## config.mk

```make
export PLATFORM = sky130hd
export DESIGN_NAME = dlm_resp_fifo_flat
export DESIGN_NICKNAME = d
export VERILOG_FILES = /design/src/common/dlm_pkg.sv /design/src/common/dlm_if.sv /design/src/design/dlm_resp_fifo.sv /design/src/flat_wrapper.sv
export SDC_FILE = /design/constraint.sdc
export NUM_CORES = 1
export LEC_CHECK = 0
export ABC_CLOCK_PERIOD_IN_PS = 3500
export BUFFER_PORTS_ARGS = -buffer_cell sky130_fd_sc_hd__buf_2
export CAP_MARGIN = 20
export CORE_MARGIN = 2
export CORE_UTILIZATION = 59
export CTS_BUF_LIST = sky130_fd_sc_hd__clkbuf_2
export DETAILED_ROUTE_END_ITERATION = 8
export PLACE_DENSITY_LB_ADDON = 0.3
export SLEW_MARGIN = 10
export SYNTH_ARGS = -nofsm -noshare
export SYNTH_HDL_FRONTEND = slang
export SYNTH_SLANG_ARGS = --single-unit
```

## constraint.sdc

```tcl
create_clock -name lm_clk -period 3.5 [get_ports lm_clk]
set_input_delay 0.175 -clock lm_clk [delete_from_list [all_inputs] [get_ports lm_clk]]
set_output_delay 0.175 -clock lm_clk [all_outputs]
set_load 0.05 [all_outputs]
```

## src/common/dlm_pkg.sv

```systemverilog
// DLM shared widths, bus opcodes, register map and response queue sizing
`default_nettype none

package dlm_pkg;

	localparam int dlm_data_w = 64;
	localparam int dlm_chk_w = 8;
	localparam int dlm_word_w = 72;
	localparam int dlm_addr_w = 9;
	localparam int dlm_depth = 512;

	// Hamming parity bits, also the width of a codeword bit index
	localparam int dlm_syn_w = 7;

	localparam logic [2:0] dlm_op_put = 3'd1;
	localparam logic [2:0] dlm_op_get = 3'd4;
	localparam logic [2:0] dlm_op_ack = 3'd0;
	localparam logic [2:0] dlm_op_ack_data = 3'd1;

	localparam int dlm_credits = 4;
	localparam int dlm_qptr_w = $clog2(dlm_credits);
	localparam int dlm_qcnt_w = $clog2(dlm_credits + 1);
	localparam logic [dlm_qptr_w-1:0] dlm_qlast = dlm_qptr_w'(dlm_credits - 1);

	localparam logic [2:0] dlm_reg_ctrl = 3'd0;
	localparam logic [2:0] dlm_reg_inject = 3'd1;
	localparam logic [2:0] dlm_reg_corr_cnt = 3'd2;
	localparam logic [2:0] dlm_reg_uncorr_cnt = 3'd3;
	localparam logic [2:0] dlm_reg_err_addr = 3'd4;

	localparam int dlm_ctrl_en_bit = 0;
	localparam int dlm_ctrl_arm_bit = 1;
	localparam int dlm_ctrl_dbl_bit = 2;
	localparam int dlm_inj_bit1_lsb = 8;

	localparam int dlm_reg_w = 32;
	localparam int dlm_cnt_w = 16;

	// Hamming position of data bit idx; powers of two are left to the parity bits
	function automatic logic [dlm_syn_w-1:0] dlm_data_pos(input int idx);
		int n;
		logic [dlm_syn_w-1:0] pos;
		n = 0;
		pos = '0;
		for (int p = 3; p < dlm_word_w; p++) begin
			if ((p & (p - 1)) != 0) begin
				if (n == idx)
					pos = dlm_syn_w'(p);
				n++;
			end
		end
		return pos;
	endfunction

endpackage

`default_nettype wire

```

## src/common/dlm_if.sv

```systemverilog
// DLM request, response and ECC configuration interfaces
`default_nettype none


interface dlm_resp_if;
	logic valid;
	logic [2:0] opcode;
	logic [dlm_pkg::dlm_data_w-1:0] data;
	logic denied;

	// Push only, the queue never stalls the controller
	modport source (output valid, opcode, data, denied);
	modport sink (input valid, opcode, data, denied);
endinterface


`default_nettype wire

```

## src/design/dlm_resp_fifo.sv

```systemverilog
// DLM response queue feeding the D channel and returning A-side credits
`default_nettype none

module dlm_resp_fifo (
	input wire logic lm_clk,
	input wire logic lm_reset_n,
	dlm_resp_if.sink resp,
	output logic dlm_d_valid,
	output logic [2:0] dlm_d_opcode,
	output logic [dlm_pkg::dlm_data_w-1:0] dlm_d_data,
	output logic dlm_d_denied,
	input wire logic dlm_d_ready,
	output logic dlm_a_credit
);

	logic [2:0] q_opcode [dlm_pkg::dlm_credits];
	logic [dlm_pkg::dlm_data_w-1:0] q_data [dlm_pkg::dlm_credits];
	logic q_denied [dlm_pkg::dlm_credits];
	logic [dlm_pkg::dlm_qptr_w-1:0] wr_ptr;
	logic [dlm_pkg::dlm_qptr_w-1:0] rd_ptr;
	logic [dlm_pkg::dlm_qcnt_w-1:0] count;
	logic pop;

	assign pop = dlm_d_valid && dlm_d_ready;

	always_ff @(posedge lm_clk) begin
		if (resp.valid) begin
			q_opcode[wr_ptr] <= resp.opcode;
			q_data[wr_ptr] <= resp.data;
			q_denied[wr_ptr] <= resp.denied;
		end
	end

	always_ff @(posedge lm_clk or negedge lm_reset_n) begin
		if (!lm_reset_n) begin
			wr_ptr <= '0;
			rd_ptr <= '0;
			count <= '0;
			dlm_a_credit <= 1'b0;
		end else begin
			if (resp.valid)
				wr_ptr <= (wr_ptr == dlm_pkg::dlm_qlast) ? '0 : wr_ptr + 1'b1;
			if (pop)
				rd_ptr <= (rd_ptr == dlm_pkg::dlm_qlast) ? '0 : rd_ptr + 1'b1;
			case ({resp.valid, pop})
				2'b10: count <= count + 1'b1;
				2'b01: count <= count - 1'b1;
				default: ;
			endcase
			// One credit back per response handed over
			dlm_a_credit <= pop;
		end
	end

	assign dlm_d_valid = (count != '0);
	assign dlm_d_opcode = q_opcode[rd_ptr];
	assign dlm_d_data = q_data[rd_ptr];
	assign dlm_d_denied = q_denied[rd_ptr];

endmodule

`default_nettype wire

```

## src/flat_wrapper.sv

```systemverilog
// flat-port wrapper written by rule: the top's interface ports become plain ports
module dlm_resp_fifo_flat 
  (lm_clk, lm_reset_n, dlm_d_valid, dlm_d_opcode, dlm_d_data, dlm_d_denied, dlm_d_ready, dlm_a_credit, resp_valid, resp_opcode, resp_data, resp_denied);
  dlm_resp_if resp_i ();
  input wire logic lm_clk;
  input wire logic lm_reset_n;
  output logic dlm_d_valid;
  output logic [2:0] dlm_d_opcode;
  output logic [dlm_pkg::dlm_data_w-1:0] dlm_d_data;
  output logic dlm_d_denied;
  input wire logic dlm_d_ready;
  output logic dlm_a_credit;
  input wire logic [$bits(resp_i.valid)-1:0] resp_valid;
  input wire logic [$bits(resp_i.opcode)-1:0] resp_opcode;
  input wire logic [$bits(resp_i.data)-1:0] resp_data;
  input wire logic [$bits(resp_i.denied)-1:0] resp_denied;
  assign resp_i.valid = resp_valid;
  assign resp_i.opcode = resp_opcode;
  assign resp_i.data = resp_data;
  assign resp_i.denied = resp_denied;
  dlm_resp_fifo u_core (.lm_clk(lm_clk), .lm_reset_n(lm_reset_n), .resp(resp_i), .dlm_d_valid(dlm_d_valid), .dlm_d_opcode(dlm_d_opcode), .dlm_d_data(dlm_d_data), .dlm_d_denied(dlm_d_denied), .dlm_d_ready(dlm_d_ready), .dlm_a_credit(dlm_a_credit));
endmodule
```

Yosys cells after proc, flatten, opt, wreduce, memory -nomap -nowiden
Memories as Yosys holds them, arrays and structs flattened.
Index checks and enable logic that the tools add are counted.
- flip-flop bits (word level): 8
- memory bits (writable): 272
- bits of input ports: 72
- output and inout bits: 70
- memories: 3
- add/subtract/negate cells: 4
- equal/unequal tests: 4
- multiplexer cells: 5
- reductions and logical operators: 3
- memory list (memory ; depth ; width ; rd ports ; clocked after Yosys merged registers in ; write ports ; RTL line ; source):
    u_core.q_data ; 4 ; 64 ; 1 ; 0 ; 1 ; dlm_resp_fifo.sv:17 ; logic [dlm_pkg::dlm_data_w-1:0] q_data [dlm_pkg::dlm_credits];
    u_core.q_opcode ; 4 ; 3 ; 1 ; 0 ; 1 ; dlm_resp_fifo.sv:16 ; logic [2:0] q_opcode [dlm_pkg::dlm_credits];
    u_core.q_denied ; 4 ; 1 ; 1 ; 0 ; 1 ; dlm_resp_fifo.sv:18 ; logic q_denied [dlm_pkg::dlm_credits];
- operators by type and width (kind ; number):
    $eq 2x2->1 const B ; 3
    $pmux 3 s2 ; 1
    $add 2x1->2 const B ; 2
    $mux 2 ; 2
    $add 3x1->3 const B ; 1
    $reduce_bool 3->1 ; 1
    $sub 3x1->3 const B ; 1
    $eq 2x1->1 const B ; 1
    $mux 1 ; 2
    $reduce_bool 2->1 ; 1
    $logic_and 1x1->1 ; 1

Depth between registers and ports, before layout
- word-level depth: 4
- mapped depth: 9

Worst setup path before layout
Ideal clock, no wire load.
- kind: reg-to-reg
- start point: register u_core.wr_ptr[0] (netlist name)
- end point: memory u_core.q_data[0][0] (netlist name) (enable)
- setup time: 433 ps
- data arrival time: 2214 ps
- setup slack: 853 ps
- stages on the path, launching flop included: 4
- path buffers: 0
- cell sequence: dfrtp_1 > inv_1 > ha_1 > and2_1
- RTL lines (item ; RTL line ; source):
    start: declaration ; dlm_resp_fifo.sv:19 ; logic [dlm_pkg::dlm_qptr_w-1:0] wr_ptr;
    start signal: assignment ; dlm_resp_fifo.sv:42 ; wr_ptr <= (wr_ptr == dlm_pkg::dlm_qlast) ? '0 : wr_ptr + 1'b1;
    end: declaration ; dlm_resp_fifo.sv:17 ;
No word-level cell before the write port.

Worst setup path in the final report
- start point: register u_core.rd_ptr[0] (netlist name)
- end point: output dlm_d_data[30] (netlist name)
- cells in the longest elaborated chain, start to end: 1
- ends and longest elaborated chain (item ; RTL line ; source):
    start: declaration ; dlm_resp_fifo.sv:20 ; logic [dlm_pkg::dlm_qptr_w-1:0] rd_ptr;
    start signal: assignment ; dlm_resp_fifo.sv:44 ; rd_ptr <= (rd_ptr == dlm_pkg::dlm_qlast) ? '0 : rd_ptr + 1'b1;
    $mem_v2 4x64 ; n/a ;
    end: declaration ; flat_wrapper.sv:9 ; output logic [dlm_pkg::dlm_data_w-1:0] dlm_d_data;
Every way passes these cells.

==> summary.txt <==
Mapped Nets: 475
HPWL after DPL: 9748 um
Worst setup EP type: primary output
initial antenna violation count: 0
layout cells sized above 1: 45.52%
count leader, synth: edfxtp_1
vias per inst: 5.370
clock sinks: 280
FILL cells: 1069
final hold viol count: 0
H-tree levels: 3
crit-path leading delay family: flip-flops
reg2reg end: u_core.count[2]
unrepaired setup endpoints after global routing: false
clock buffer depth: 3
placed inst area: 11170 um^2
Slowest-stage cell, CP: dfrtp_4
Fin Setup TNS: 0 ps
min cycle time layout: 3043 ps
CP Class: flip-flop to primary output
switching power: 4.346 mW
FF+latch count, synth: 280
latest clock arrival within the worst-skew pair: 760 ps
Buf/Inv on CP: 2
hold endpoint: u_core.q_data[3][58]
Clk pwr share: 18.3%
Die Y: 136.4 um
detailed-route via count: 5042
Int Power: 6.405 mW
final wirelength: 18430 um
CTS-repair resized insts: 0
Row Count: 48
Synth area leaders: edfxtp_1 (79%), mux4_2 (15%), dfrtp_1 (1.9%), buf_12 (1.4%), ha_1 (0.73%)
Slew Viols, Final: 0
drc violations: 0
Max FO, Critical Path: 38
Post-synth top cells: edfxtp_1 (272), mux4_2 (68), dfrtp_1 (8)
Core ar.: 17240 um^2
Antenna Cells: 0
r2r setup slk: 1480 ps
Power Total: 10.75 mW
Max-cap violations: 0
setup ws final: 457.1 ps
post-synthesis sequential area ratio: 80.90%
Worst Hold Slack: 156.7 ps
Mapped Avg Cell Area: 26.12 um^2
root buffer cell: clkbuf_2
Mapped Cells: 396
Max Clk Rate: 328.6 MHz
power density cells: 861.9 nW/um^2
sw frac: 40.42%
total iterations of the first detailed-routing run: 4
Post-synth EDFFs: 272
Hold Startpoint: resp_data[58]
Critical R2R Launch: u_core.count[2]
DP Worst Slack: 1157 ps
LEAKAGE: 4.491 nW
Synth Warn #: 0
post-route cell area: 12470 um^2
largest net degree at the start of global routing: 71
post-synth top area share: 78.96%
most common flop cell mapped by yosys: edfxtp_1
Post-synth ARST share: 2.857%
Post-Syn Area: 10340 um^2
gr usage total: 20.50%
Worst Setup Start Kind: flip-flop
status: complete, no violations
Critical Path AT: 2870 ps
Final Setup Violations: 0
relative slew slack: 29.51%
Die Wd: 136.4 um
nets: 743
CP cell instances: buf_12, mux4_2, buf_2
hold depth: 2
vias in the first global route: 5446
Worst-Margin Slew: 1057 ps
total grt overflow: 0
Max stage delay on crit path: 930 ps
Hold Path Class: input pin to flip-flop
CP Data Required Time: 3320 ps
Worst-path clk slew: 100 ps
area growth from synthesis to layout: 20.60%
starting density of the core: 60.01%
area leader, netlist: edfxtp_1
crit share post-route: 86.94%
Comb power frac: 37.7%
initial detailed-routing violation count: 255
cts bufs inserted: 68
WL per Instance: 19.63 um
post-synth cell types: 20
post-route ant nets: 0
Worst Clk Skew: 42.06 ps
VDD IR max: 649.2 uV
GPL Wtd Cong: 0.7098
PortBufs: 141
TritonCTS clock tree: yes
worst r2r path cells: 9
DIE AREA: 18610 um^2
Top Ports: 142
sequential power share: 44.0%
first-pass GRT wire length: 28160 um
[through the flow]
step / std cells / util, %
after global routing: 939 / 72.37
after floorplan: 396 / -
after CTS: 939 / 72.37
after detailed placement: 747 / 64.82
final: 939 / 72.37
after global placement: 747 / 64.82
[metal layers]
| metal | global-route usage, % | routed length, um |
|---|---|---|
| met5 | 0 | 0 |
| met4 | 8.507 | 369 |
| met3 | 5.854 | 1186 |
| met2 | 33.72 | 9479 |
| met1 | 26.01 | 7396 |
[worst max-delay path by stage]
| stage | slack (ps) | startpoint | end | cells past startpoint |
|---|---|---|---|---|
| after floorplan | 850 | u_core.wr_ptr[0] | u_core.q_data[0][0] | 3 |
| after global routing | 190 | u_core.rd_ptr[0] | dlm_d_data[61] | 3 |
| after detailed placement | 1160 | u_core.rd_ptr[0] | dlm_d_data[30] | 3 |
| after CTS | 290 | u_core.rd_ptr[0] | dlm_d_data[61] | 3 |
| final | 460 | u_core.rd_ptr[0] | dlm_d_data[30] | 3 |
| after global placement | 1140 | u_core.rd_ptr[0] | dlm_d_data[30] | 3 |
[registers in the layout, indices dropped and copies added, names as in the netlist]
signal,count
u_core.rd_ptr,2
u_core.q_opcode,12
u_core.dlm_a_credit,1
u_core.wr_ptr,2
u_core.count,3
u_core.q_denied,4
u_core.q_data,256
[final cells by class]
cell class	instances	area (um^2)	area share [%]
inverters	7	26.28	0.2106
multi-input cells	93	1763	14.13
clock inverters	16	61.31	0.4915
well taps	225	281.5	2.257
clock buffers	104	520.5	4.173
repair buffers	214	1446	11.59
flip-flops and latches	280	8376	67.14
[power groups by stage]
stage,Clock [mW],Combinational (mW),Sequential [mW]
after floorplan,0,3.63,4.49
after CTS,2.02,4.10,4.75
after global routing,2.19,4.25,4.81
after global placement,0,4.00,4.79
after detailed placement,0,4.02,4.83
final,1.97,4.05,4.73
[timing repair]
action	CTS	global route
buffers inserted	0	0
hold buffers	72	0
endpoints found under the hold margin	287	0
[cell usage in the layout, fill, tap and decap left out, types with 4 or more instances in the layout]
master / synthesis / routed
mux4_2: 68 / 68
buf_2: 6 / 141
clkinv_1: 0 / 14
and2_4: 0 / 4
dlygate4sd3_1: 0 / 72
clkbuf_2: 0 / 104
inv_1: 7 / 7
ha_1: 6 / 6
edfxtp_1: 272 / 272
dfrtp_1: 8 / 6
[cells by family after synthesis]
logic type | synth area share, %
adder cells (fa/ha/maj) | 0.9193
AO/OA/AOI/OAI | 0.09677
buffers and inverters | 2.153
multiplexers | 15.12
AND/OR/NAND/NOR | 0.5565
flip-flops | 80.90
XOR/XNOR | 0.2541
Power figures use the tool's default switching activity.
