[config.mk]
export PLATFORM = sky130hd
export DESIGN_NAME = dlm_ecc_regs_flat
export DESIGN_NICKNAME = d
export VERILOG_FILES = /design/src/common/dlm_pkg.sv /design/src/common/dlm_if.sv /design/src/design/dlm_ecc_regs.sv /design/src/flat_wrapper.sv
export SDC_FILE = /design/constraint.sdc
export NUM_CORES = 1
export LEC_CHECK = 0
export ABC_AREA = 1
export BUFFER_PORTS_ARGS = -buffer_cell sky130_fd_sc_hd__buf_4
export CAP_MARGIN = 5
export CORE_ASPECT_RATIO = 0.5
export CORE_UTILIZATION = 30
export CTS_CLUSTER_SIZE = 24
export DETAILED_ROUTE_END_ITERATION = 7
export PLACE_DENSITY_LB_ADDON = 0.25
export SKIP_LAST_GASP = 1
export SLEW_MARGIN = 20
export SYNTH_ARGS = -nofsm -noshare
export SYNTH_HDL_FRONTEND = slang
export SYNTH_SLANG_ARGS = --single-unit
[constraint.sdc]
create_clock -name lm_clk -period 1.4 [get_ports lm_clk]
set_input_delay 0.28 -clock lm_clk [delete_from_list [all_inputs] [get_ports lm_clk]]
set_output_delay 0.28 -clock lm_clk [all_outputs]
set_load 0.03 [all_outputs]
[src/common/dlm_pkg.sv]
// DLM shared widths, bus opcodes, register map and response queue sizing
`default_nettype none

package dlm_pkg;

	localparam int dlm_data_w = 64;
	localparam int dlm_chk_w = 8;
	localparam int dlm_word_w = 72;
	localparam int dlm_addr_w = 9;
	localparam int dlm_depth = 512;

	// Hamming parity bits, also the width of a codeword bit index
	localparam int dlm_syn_w = 7;

	localparam logic [2:0] dlm_op_put = 3'd1;
	localparam logic [2:0] dlm_op_get = 3'd4;
	localparam logic [2:0] dlm_op_ack = 3'd0;
	localparam logic [2:0] dlm_op_ack_data = 3'd1;

	localparam int dlm_credits = 4;
	localparam int dlm_qptr_w = $clog2(dlm_credits);
	localparam int dlm_qcnt_w = $clog2(dlm_credits + 1);
	localparam logic [dlm_qptr_w-1:0] dlm_qlast = dlm_qptr_w'(dlm_credits - 1);

	localparam logic [2:0] dlm_reg_ctrl = 3'd0;
	localparam logic [2:0] dlm_reg_inject = 3'd1;
	localparam logic [2:0] dlm_reg_corr_cnt = 3'd2;
	localparam logic [2:0] dlm_reg_uncorr_cnt = 3'd3;
	localparam logic [2:0] dlm_reg_err_addr = 3'd4;

	localparam int dlm_ctrl_en_bit = 0;
	localparam int dlm_ctrl_arm_bit = 1;
	localparam int dlm_ctrl_dbl_bit = 2;
	localparam int dlm_inj_bit1_lsb = 8;

	localparam int dlm_reg_w = 32;
	localparam int dlm_cnt_w = 16;

	// Hamming position of data bit idx; powers of two are left to the parity bits
	function automatic logic [dlm_syn_w-1:0] dlm_data_pos(input int idx);
		int n;
		logic [dlm_syn_w-1:0] pos;
		n = 0;
		pos = '0;
		for (int p = 3; p < dlm_word_w; p++) begin
			if ((p & (p - 1)) != 0) begin
				if (n == idx)
					pos = dlm_syn_w'(p);
				n++;
			end
		end
		return pos;
	endfunction

endpackage

`default_nettype wire

[src/common/dlm_if.sv]
// DLM request, response and ECC configuration interfaces
`default_nettype none


interface dlm_cfg_if;
	logic ecc_en;
	logic inj_arm;
	logic inj_double;
	logic [dlm_pkg::dlm_syn_w-1:0] inj_bit0;
	logic [dlm_pkg::dlm_syn_w-1:0] inj_bit1;
	logic inj_done;
	logic err_corr;
	logic err_uncorr;
	logic [dlm_pkg::dlm_addr_w-1:0] err_addr;

	modport regs (
		output ecc_en, inj_arm, inj_double, inj_bit0, inj_bit1,
		input inj_done, err_corr, err_uncorr, err_addr
	);
	modport ctrl (
		input ecc_en, inj_arm, inj_double, inj_bit0, inj_bit1,
		output inj_done, err_corr, err_uncorr, err_addr
	);
endinterface

`default_nettype wire

[src/design/dlm_ecc_regs.sv]
// ECC control, error injection and error counter registers
`default_nettype none

module dlm_ecc_regs (
	input wire logic lm_clk,
	input wire logic lm_reset_n,
	input wire logic reg_wr,
	input wire logic [2:0] reg_addr,
	input wire logic [dlm_pkg::dlm_reg_w-1:0] reg_wdata,
	output logic [dlm_pkg::dlm_reg_w-1:0] reg_rdata,
	dlm_cfg_if.regs cfg
);

	logic ecc_en_q;
	logic inj_arm_q;
	logic inj_double_q;
	logic [dlm_pkg::dlm_syn_w-1:0] inj_bit0_q;
	logic [dlm_pkg::dlm_syn_w-1:0] inj_bit1_q;
	logic [dlm_pkg::dlm_cnt_w-1:0] corr_cnt;
	logic [dlm_pkg::dlm_cnt_w-1:0] uncorr_cnt;
	logic [dlm_pkg::dlm_addr_w-1:0] err_addr_q;

	always_ff @(posedge lm_clk or negedge lm_reset_n) begin
		if (!lm_reset_n) begin
			ecc_en_q <= 1'b1;
			inj_arm_q <= 1'b0;
			inj_double_q <= 1'b0;
			inj_bit0_q <= '0;
			inj_bit1_q <= '0;
			corr_cnt <= '0;
			uncorr_cnt <= '0;
			err_addr_q <= '0;
		end else begin
			// A fresh ctrl write wins over the injection completing
			if (reg_wr && reg_addr == dlm_pkg::dlm_reg_ctrl) begin
				ecc_en_q <= reg_wdata[dlm_pkg::dlm_ctrl_en_bit];
				inj_arm_q <= reg_wdata[dlm_pkg::dlm_ctrl_arm_bit];
				inj_double_q <= reg_wdata[dlm_pkg::dlm_ctrl_dbl_bit];
			end else if (cfg.inj_done) begin
				inj_arm_q <= 1'b0;
			end
			if (reg_wr && reg_addr == dlm_pkg::dlm_reg_inject) begin
				inj_bit0_q <= reg_wdata[dlm_pkg::dlm_syn_w-1:0];
				inj_bit1_q <= reg_wdata[dlm_pkg::dlm_inj_bit1_lsb +: dlm_pkg::dlm_syn_w];
			end
			// Counters stick at all ones
			if (reg_wr && reg_addr == dlm_pkg::dlm_reg_corr_cnt)
				corr_cnt <= '0;
			else if (cfg.err_corr && corr_cnt != '1)
				corr_cnt <= corr_cnt + 1'b1;
			if (reg_wr && reg_addr == dlm_pkg::dlm_reg_uncorr_cnt)
				uncorr_cnt <= '0;
			else if (cfg.err_uncorr && uncorr_cnt != '1)
				uncorr_cnt <= uncorr_cnt + 1'b1;
			if (cfg.err_corr || cfg.err_uncorr)
				err_addr_q <= cfg.err_addr;
		end
	end

	assign cfg.ecc_en = ecc_en_q;
	assign cfg.inj_arm = inj_arm_q;
	assign cfg.inj_double = inj_double_q;
	assign cfg.inj_bit0 = inj_bit0_q;
	assign cfg.inj_bit1 = inj_bit1_q;

	always_comb begin
		reg_rdata = '0;
		case (reg_addr)
			dlm_pkg::dlm_reg_ctrl: begin
				reg_rdata[dlm_pkg::dlm_ctrl_en_bit] = ecc_en_q;
				reg_rdata[dlm_pkg::dlm_ctrl_arm_bit] = inj_arm_q;
				reg_rdata[dlm_pkg::dlm_ctrl_dbl_bit] = inj_double_q;
			end
			dlm_pkg::dlm_reg_inject: begin
				reg_rdata[dlm_pkg::dlm_syn_w-1:0] = inj_bit0_q;
				reg_rdata[dlm_pkg::dlm_inj_bit1_lsb +: dlm_pkg::dlm_syn_w] = inj_bit1_q;
			end
			dlm_pkg::dlm_reg_corr_cnt: reg_rdata[dlm_pkg::dlm_cnt_w-1:0] = corr_cnt;
			dlm_pkg::dlm_reg_uncorr_cnt: reg_rdata[dlm_pkg::dlm_cnt_w-1:0] = uncorr_cnt;
			dlm_pkg::dlm_reg_err_addr: reg_rdata[dlm_pkg::dlm_addr_w-1:0] = err_addr_q;
			default: ;
		endcase
	end

endmodule

`default_nettype wire

[src/flat_wrapper.sv]
// flat-port wrapper written by rule: the top's interface ports become plain ports
module dlm_ecc_regs_flat 
  (lm_clk, lm_reset_n, reg_wr, reg_addr, reg_wdata, reg_rdata, cfg_ecc_en, cfg_inj_arm, cfg_inj_double, cfg_inj_bit0, cfg_inj_bit1, cfg_inj_done, cfg_err_corr, cfg_err_uncorr, cfg_err_addr);
  dlm_cfg_if cfg_i ();
  input wire logic lm_clk;
  input wire logic lm_reset_n;
  input wire logic reg_wr;
  input wire logic [2:0] reg_addr;
  input wire logic [dlm_pkg::dlm_reg_w-1:0] reg_wdata;
  output logic [dlm_pkg::dlm_reg_w-1:0] reg_rdata;
  output wire logic [$bits(cfg_i.ecc_en)-1:0] cfg_ecc_en;
  output wire logic [$bits(cfg_i.inj_arm)-1:0] cfg_inj_arm;
  output wire logic [$bits(cfg_i.inj_double)-1:0] cfg_inj_double;
  output wire logic [$bits(cfg_i.inj_bit0)-1:0] cfg_inj_bit0;
  output wire logic [$bits(cfg_i.inj_bit1)-1:0] cfg_inj_bit1;
  input wire logic [$bits(cfg_i.inj_done)-1:0] cfg_inj_done;
  input wire logic [$bits(cfg_i.err_corr)-1:0] cfg_err_corr;
  input wire logic [$bits(cfg_i.err_uncorr)-1:0] cfg_err_uncorr;
  input wire logic [$bits(cfg_i.err_addr)-1:0] cfg_err_addr;
  assign cfg_ecc_en = cfg_i.ecc_en;
  assign cfg_inj_arm = cfg_i.inj_arm;
  assign cfg_inj_double = cfg_i.inj_double;
  assign cfg_inj_bit0 = cfg_i.inj_bit0;
  assign cfg_inj_bit1 = cfg_i.inj_bit1;
  assign cfg_i.inj_done = cfg_inj_done;
  assign cfg_i.err_corr = cfg_err_corr;
  assign cfg_i.err_uncorr = cfg_err_uncorr;
  assign cfg_i.err_addr = cfg_err_addr;
  dlm_ecc_regs u_core (.lm_clk(lm_clk), .lm_reset_n(lm_reset_n), .reg_wr(reg_wr), .reg_addr(reg_addr), .reg_wdata(reg_wdata), .reg_rdata(reg_rdata), .cfg(cfg_i));
endmodule
Word level (Yosys, flattened, before mapping)
Cells that the tools add are included.
Storage, ports and cells
  flip-flop bits (word level): 58
  input port bits: 50
  output and inout bits: 49
  logic and storage cells: 39
Cells by class
  reductions and logical operators: 11
  muxes and demuxes: 12
  add/sub/neg operators: 2
  eq/ne operators: 6
Operators by type and width (number)
  16-bit 2-to-1 mux: 4
  16-bit by 1-bit adder with 16-bit output (second input constant): 2
  16-bit != test (second input constant): 2
  6-bit case mux with 3 select lines: 1
  4-bit case mux with 4 select lines: 1
  3-bit case mux with 5 select lines: 1
  3-bit by 2-bit == test with 1-bit output (second input constant): 2
  1-bit logical AND: 6
  2-bit nonzero test: 3
  1-bit case mux with 4 select lines: 1
  3-bit by 1-bit == test with 1-bit output (second input constant): 1
  3-bit == test (second input constant): 1
  3-bit zero test: 1
  1-bit case mux with 3 select lines: 1
  1-bit 2-to-1 mux: 2
  1-bit case mux with 2 select lines: 1
  1-bit logical OR: 1

Longest topological paths before layout
  depth after elaboration: 4
  mapped depth: 10
  depth with buffers taken out: 9

Worst setup path before layout
OpenSTA, ideal clock, no wires.
  kind: input-to-output
  from: input port reg_addr[0]
  to: output port reg_rdata[5] (netlist bit)
  required time: 1.120 ns
  arrival: 1.248 ns
  cell stages on the path: 3
  setup slack: -0.128 ns
  path buffers: 0
  cells stage by stage: nor3_4 -> inv_2 -> o2111ai_1
On the way
  cells in the longest elaborated chain, start to end: 2
  elaborated cells between the ends (all ways): 5
  those cells by class: 4 x eq/ne; 1 x mux
Ends and longest elaborated chain
  from (decl): line flat_wrapper.sv:8  | input wire logic [2:0] reg_addr;
  3-bit == test (tied with other cells): line dlm_ecc_regs.sv:68  | case (reg_addr)
  4-bit case mux with 4 select lines (*): line dlm_ecc_regs.sv:68
  to (decl): line flat_wrapper.sv:10  | output logic [dlm_pkg::dlm_reg_w-1:0] reg_rdata;
Every way passes the cells marked *; elsewhere a longest branch is shown, timed or not.

Worst setup path in the final report
  from: register u_core.uncorr_cnt[2] (netlist bit)
  to: output port reg_rdata[2] (netlist bit)
On the way
  cells in the longest elaborated chain, start to end: 1
Ends and longest elaborated chain
  from (decl): line dlm_ecc_regs.sv:20  | logic [dlm_pkg::dlm_cnt_w-1:0] uncorr_cnt;
  from (signal assigned): line dlm_ecc_regs.sv:54  | uncorr_cnt <= uncorr_cnt + 1'b1;
  3-bit case mux with 5 select lines: line dlm_ecc_regs.sv:68
Every way passes these cells.

==> impl_metrics.toml <==
[run_status]
status = "finished with violations"
violations = "negative setup slack"

[global_route]
antenna_found_initial = 0
grt_usage_pct = 20.11
first_global_vias = 3651
grt_max_degree = 30
grt_pass1_wl_um = 18470
grt_overflow_total = 0

[sta]
max_freq_ghz = 0.6281
rsz0062_at_grt = "true"
period_minus_slack_ns = 1.592
slew_violations = 0
period_share_pct = 113.7
layout_setup_ws_ns = -0.1921
final.setup_skew_ns = 0.006414
hold-worst-slack_ns = 0.1541
hold_viol = 0
setup_violations = 44

[drt]
via_per_inst = 4.557
wl_um = 11740
drtIter0Drc = 204
ant_nets = 0
vias = 3655
first_pass_iters = 6
wl_per_cell_um = 14.64
drc = 0

[floorplanning]
io_pins = 99
dieArea_um2 = 12190
start_util_pct = 31.37
core_region_area_um2 = 11220
rows = 27
die_y_um = 78.58
die_x_um = 155.2

[yosys]
ys_ff_latch = 58
yosysSeqAreaShare_pct = 41.29
avgSynthCellArea_um2 = 7.649
synth.top_cell.area_share_pct = 40.54
syn_inst = 460
ys_types = 34
synthTopCellsByArea = "dfrtp_1, nand2_1, mux2_2"
yosysTopAreaCell = "dfrtp_1"
netlist_area_um2 = 3518
yosysWarnings = 0

[cells_and_area]
final_util_pct = 53.19
syn_to_final_growth_pct = 69.56
drive_above_1_share_pct = 49.30
finalNetCount = 690
fin_area_um2 = 5966
antenna_cells = 0

[worst_hold_path]
min-delay-start = "reg_wdata[14]"
hold_path.class = "in2reg"

[critical_path]
endpoint_kind = "output port"
path_cells = "buf_4, nand2_1, nand3_1, buf_6"
critPathMaxStageDelay_ns = 0.46
critPathKind = "reg2out"
worstPathMaxFanout = 5
r2r_slack_ns = -0.17
worstPathRequired_ns = 1.12
arrival_ns = 1.31
startpoint = "u_core.uncorr_cnt[2]$_DFFE_PN0P_"
reg2reg_from = "u_core.uncorr_cnt[1]$_DFFE_PN0P_"
worstSetupStartpointType = "register"
crit_slowest_cell = "dfrtp_2"

[pwr]
vdd_drop_max_uv = 737.7
powerDensity_nw_per_um2 = 1090
p_leak_nw = 2.869

[cts]
clk_latency_ns = 0.34
clockBufferDepth = 2
cts_sinks = 58
clk_pin_slew_ns = 0.05
cts-root-buf = "clkbuf_16"
cts_buffers = 9
cts_tree = "yes"
ctsHtreeMaxLevel = 3

[placement]
io_buffers = 64
placed_area_um2 = 4721
dpl.hpwl_um = 8072
gp_congestion = 0.8178

[flow_run]
cap_violations = 0
==> state kept, by name (all words and copies together), names as in the netlist <==
signal	flops
u_core.uncorr_cnt	16
u_core.err_addr_q	9
u_core.cfg.ecc_en	1
u_core.cfg.inj_bit0	7
u_core.cfg.inj_arm	1
u_core.cfg.inj_double	1
u_core.corr_cnt	16
u_core.cfg.inj_bit1	7
==> cells in the mapped netlist <==
master / count
a21oi_1: 2
o22ai_1: 1
inv_1: 38
o21ai_1: 5
nor2_2: 8
nand3_2: 1
buf_4: 16
nor3_2: 1
buf_6: 2
nor3_4: 1
nand4_1: 10
nor2_4: 2
mux2_1: 4
dfstp_2: 1
o21ai_0: 11
inv_2: 3
ha_1: 2
o2111ai_1: 5
clkbuf_1: 2
mux2_2: 16
nand3_1: 31
nand2_1: 175
clkinv_1: 1
nand3b_1: 2
nand2_2: 3
buf_2: 4
nor2_8: 1
xnor2_1: 2
dfrtp_1: 57
nor2_1: 33
conb_1: 1
o221ai_1: 6
xor2_1: 12
a22oi_1: 1
==> cell type report <==
class / instances / area (µm²)
flip-flops and latches: 58 / 1455
multi-input cells: 352 / 2255
well taps: 159 / 198.9
repair inverters: 2 / 13.76
inverters: 42 / 198.9
fillers: 1062 / 5250
clock inverters: 7 / 70.07
clock buffers: 9 / 225.2
repair buffers: 173 / 1549
==> cell usage in the layout, fill, tap and decap left out, types with 16 or more instances in the layout <==
cell type,synthesis,layout
nand3_1,31,20
conb_1,1,16
buf_4,16,120
inv_1,38,19
mux2_2,16,16
nand2_2,3,28
buf_6,2,46
dfrtp_1,57,55
nand2_1,175,142
nor2_1,33,29
==> cells by family (layout without fill, tap and decap cells) <==
| kind of cell | Yosys count | count (layout) | synth area share [%] |
|---|---|---|---|
| fa+ha+maj | 2 | 2 | 0.7111 |
| flops | 58 | 58 | 41.29 |
| compound gates | 31 | 31 | 5.690 |
| other cells | 1 | 16 | 0.1066 |
| buf+inv | 66 | 233 | 9.317 |
| mux | 20 | 20 | 6.401 |
| xor+xnor | 14 | 14 | 3.485 |
| simple gates | 268 | 269 | 33.00 |
==> stage by stage <==
step	setup slack, ns	setup TNS, ns	power [W]	std cells
2_1_floorplan	-0.1276	-1.953	0.002977	475
3_3_place_gp	-0.2177	-8.369	0.003707	744
3_5_place_dp	-0.2420	-9.760	0.003730	744
4_1_cts	-0.2089	-6.215	0.006356	793
5_1_grt	-0.2874	-9.814	0.006813	802
6_report	-0.1921	-5.827	0.006504	802
==> critical path: cells and delay by family (launching register included) <==
family / cells / cell delay (ns)
buf+inv: 2 / 0.30
simple gates: 2 / 0.21
flops: 1 / 0.46
==> final timing paths <==
kind,cells past startpoint,end
setup / recovery,4,reg_rdata[2]
hold reg to reg,1,u_core.err_addr_q[3]$_DFFE_PN0P_
hold / removal,2,u_core.cfg.inj_bit1[6]$_DFFE_PN0P_
min in group asynchronous,2,u_core.err_addr_q[5]$_DFFE_PN0P_
max in group asynchronous,3,u_core.uncorr_cnt[2]$_DFFE_PN0P_
setup reg to reg,11,u_core.uncorr_cnt[10]$_DFFE_PN0P_
==> what timing repair did <==
item / in CTS / in global routing
resized for setup: 99 / 72
pin swaps: 35 / 35
hold buffers: 1 / 0
gates cloned: 2 / 1
buffers inserted: 30 / 8
setup endpoints to repair: 48 / 48
hold endpoints to repair: 21 / 0
==> power breakdown <==
group	internal (W)	switching [W]
combinational	0.00101	0.00115
clock	0.00137	0.000865
sequential	0.00191	0.000203
total	0.00429	0.00222
==> layer usage <==
layer,track usage (%),wire length (µm),vias up,share of wire (%)
met3,5.687,749,10,6.4
li1,-,-,1813,-
met1,26.17,5259,1735,45
met4,3.663,85,0,0.72
met2,33.47,5644,97,48
met5,0,0,-,0
Power figures use the tool's default switching activity.
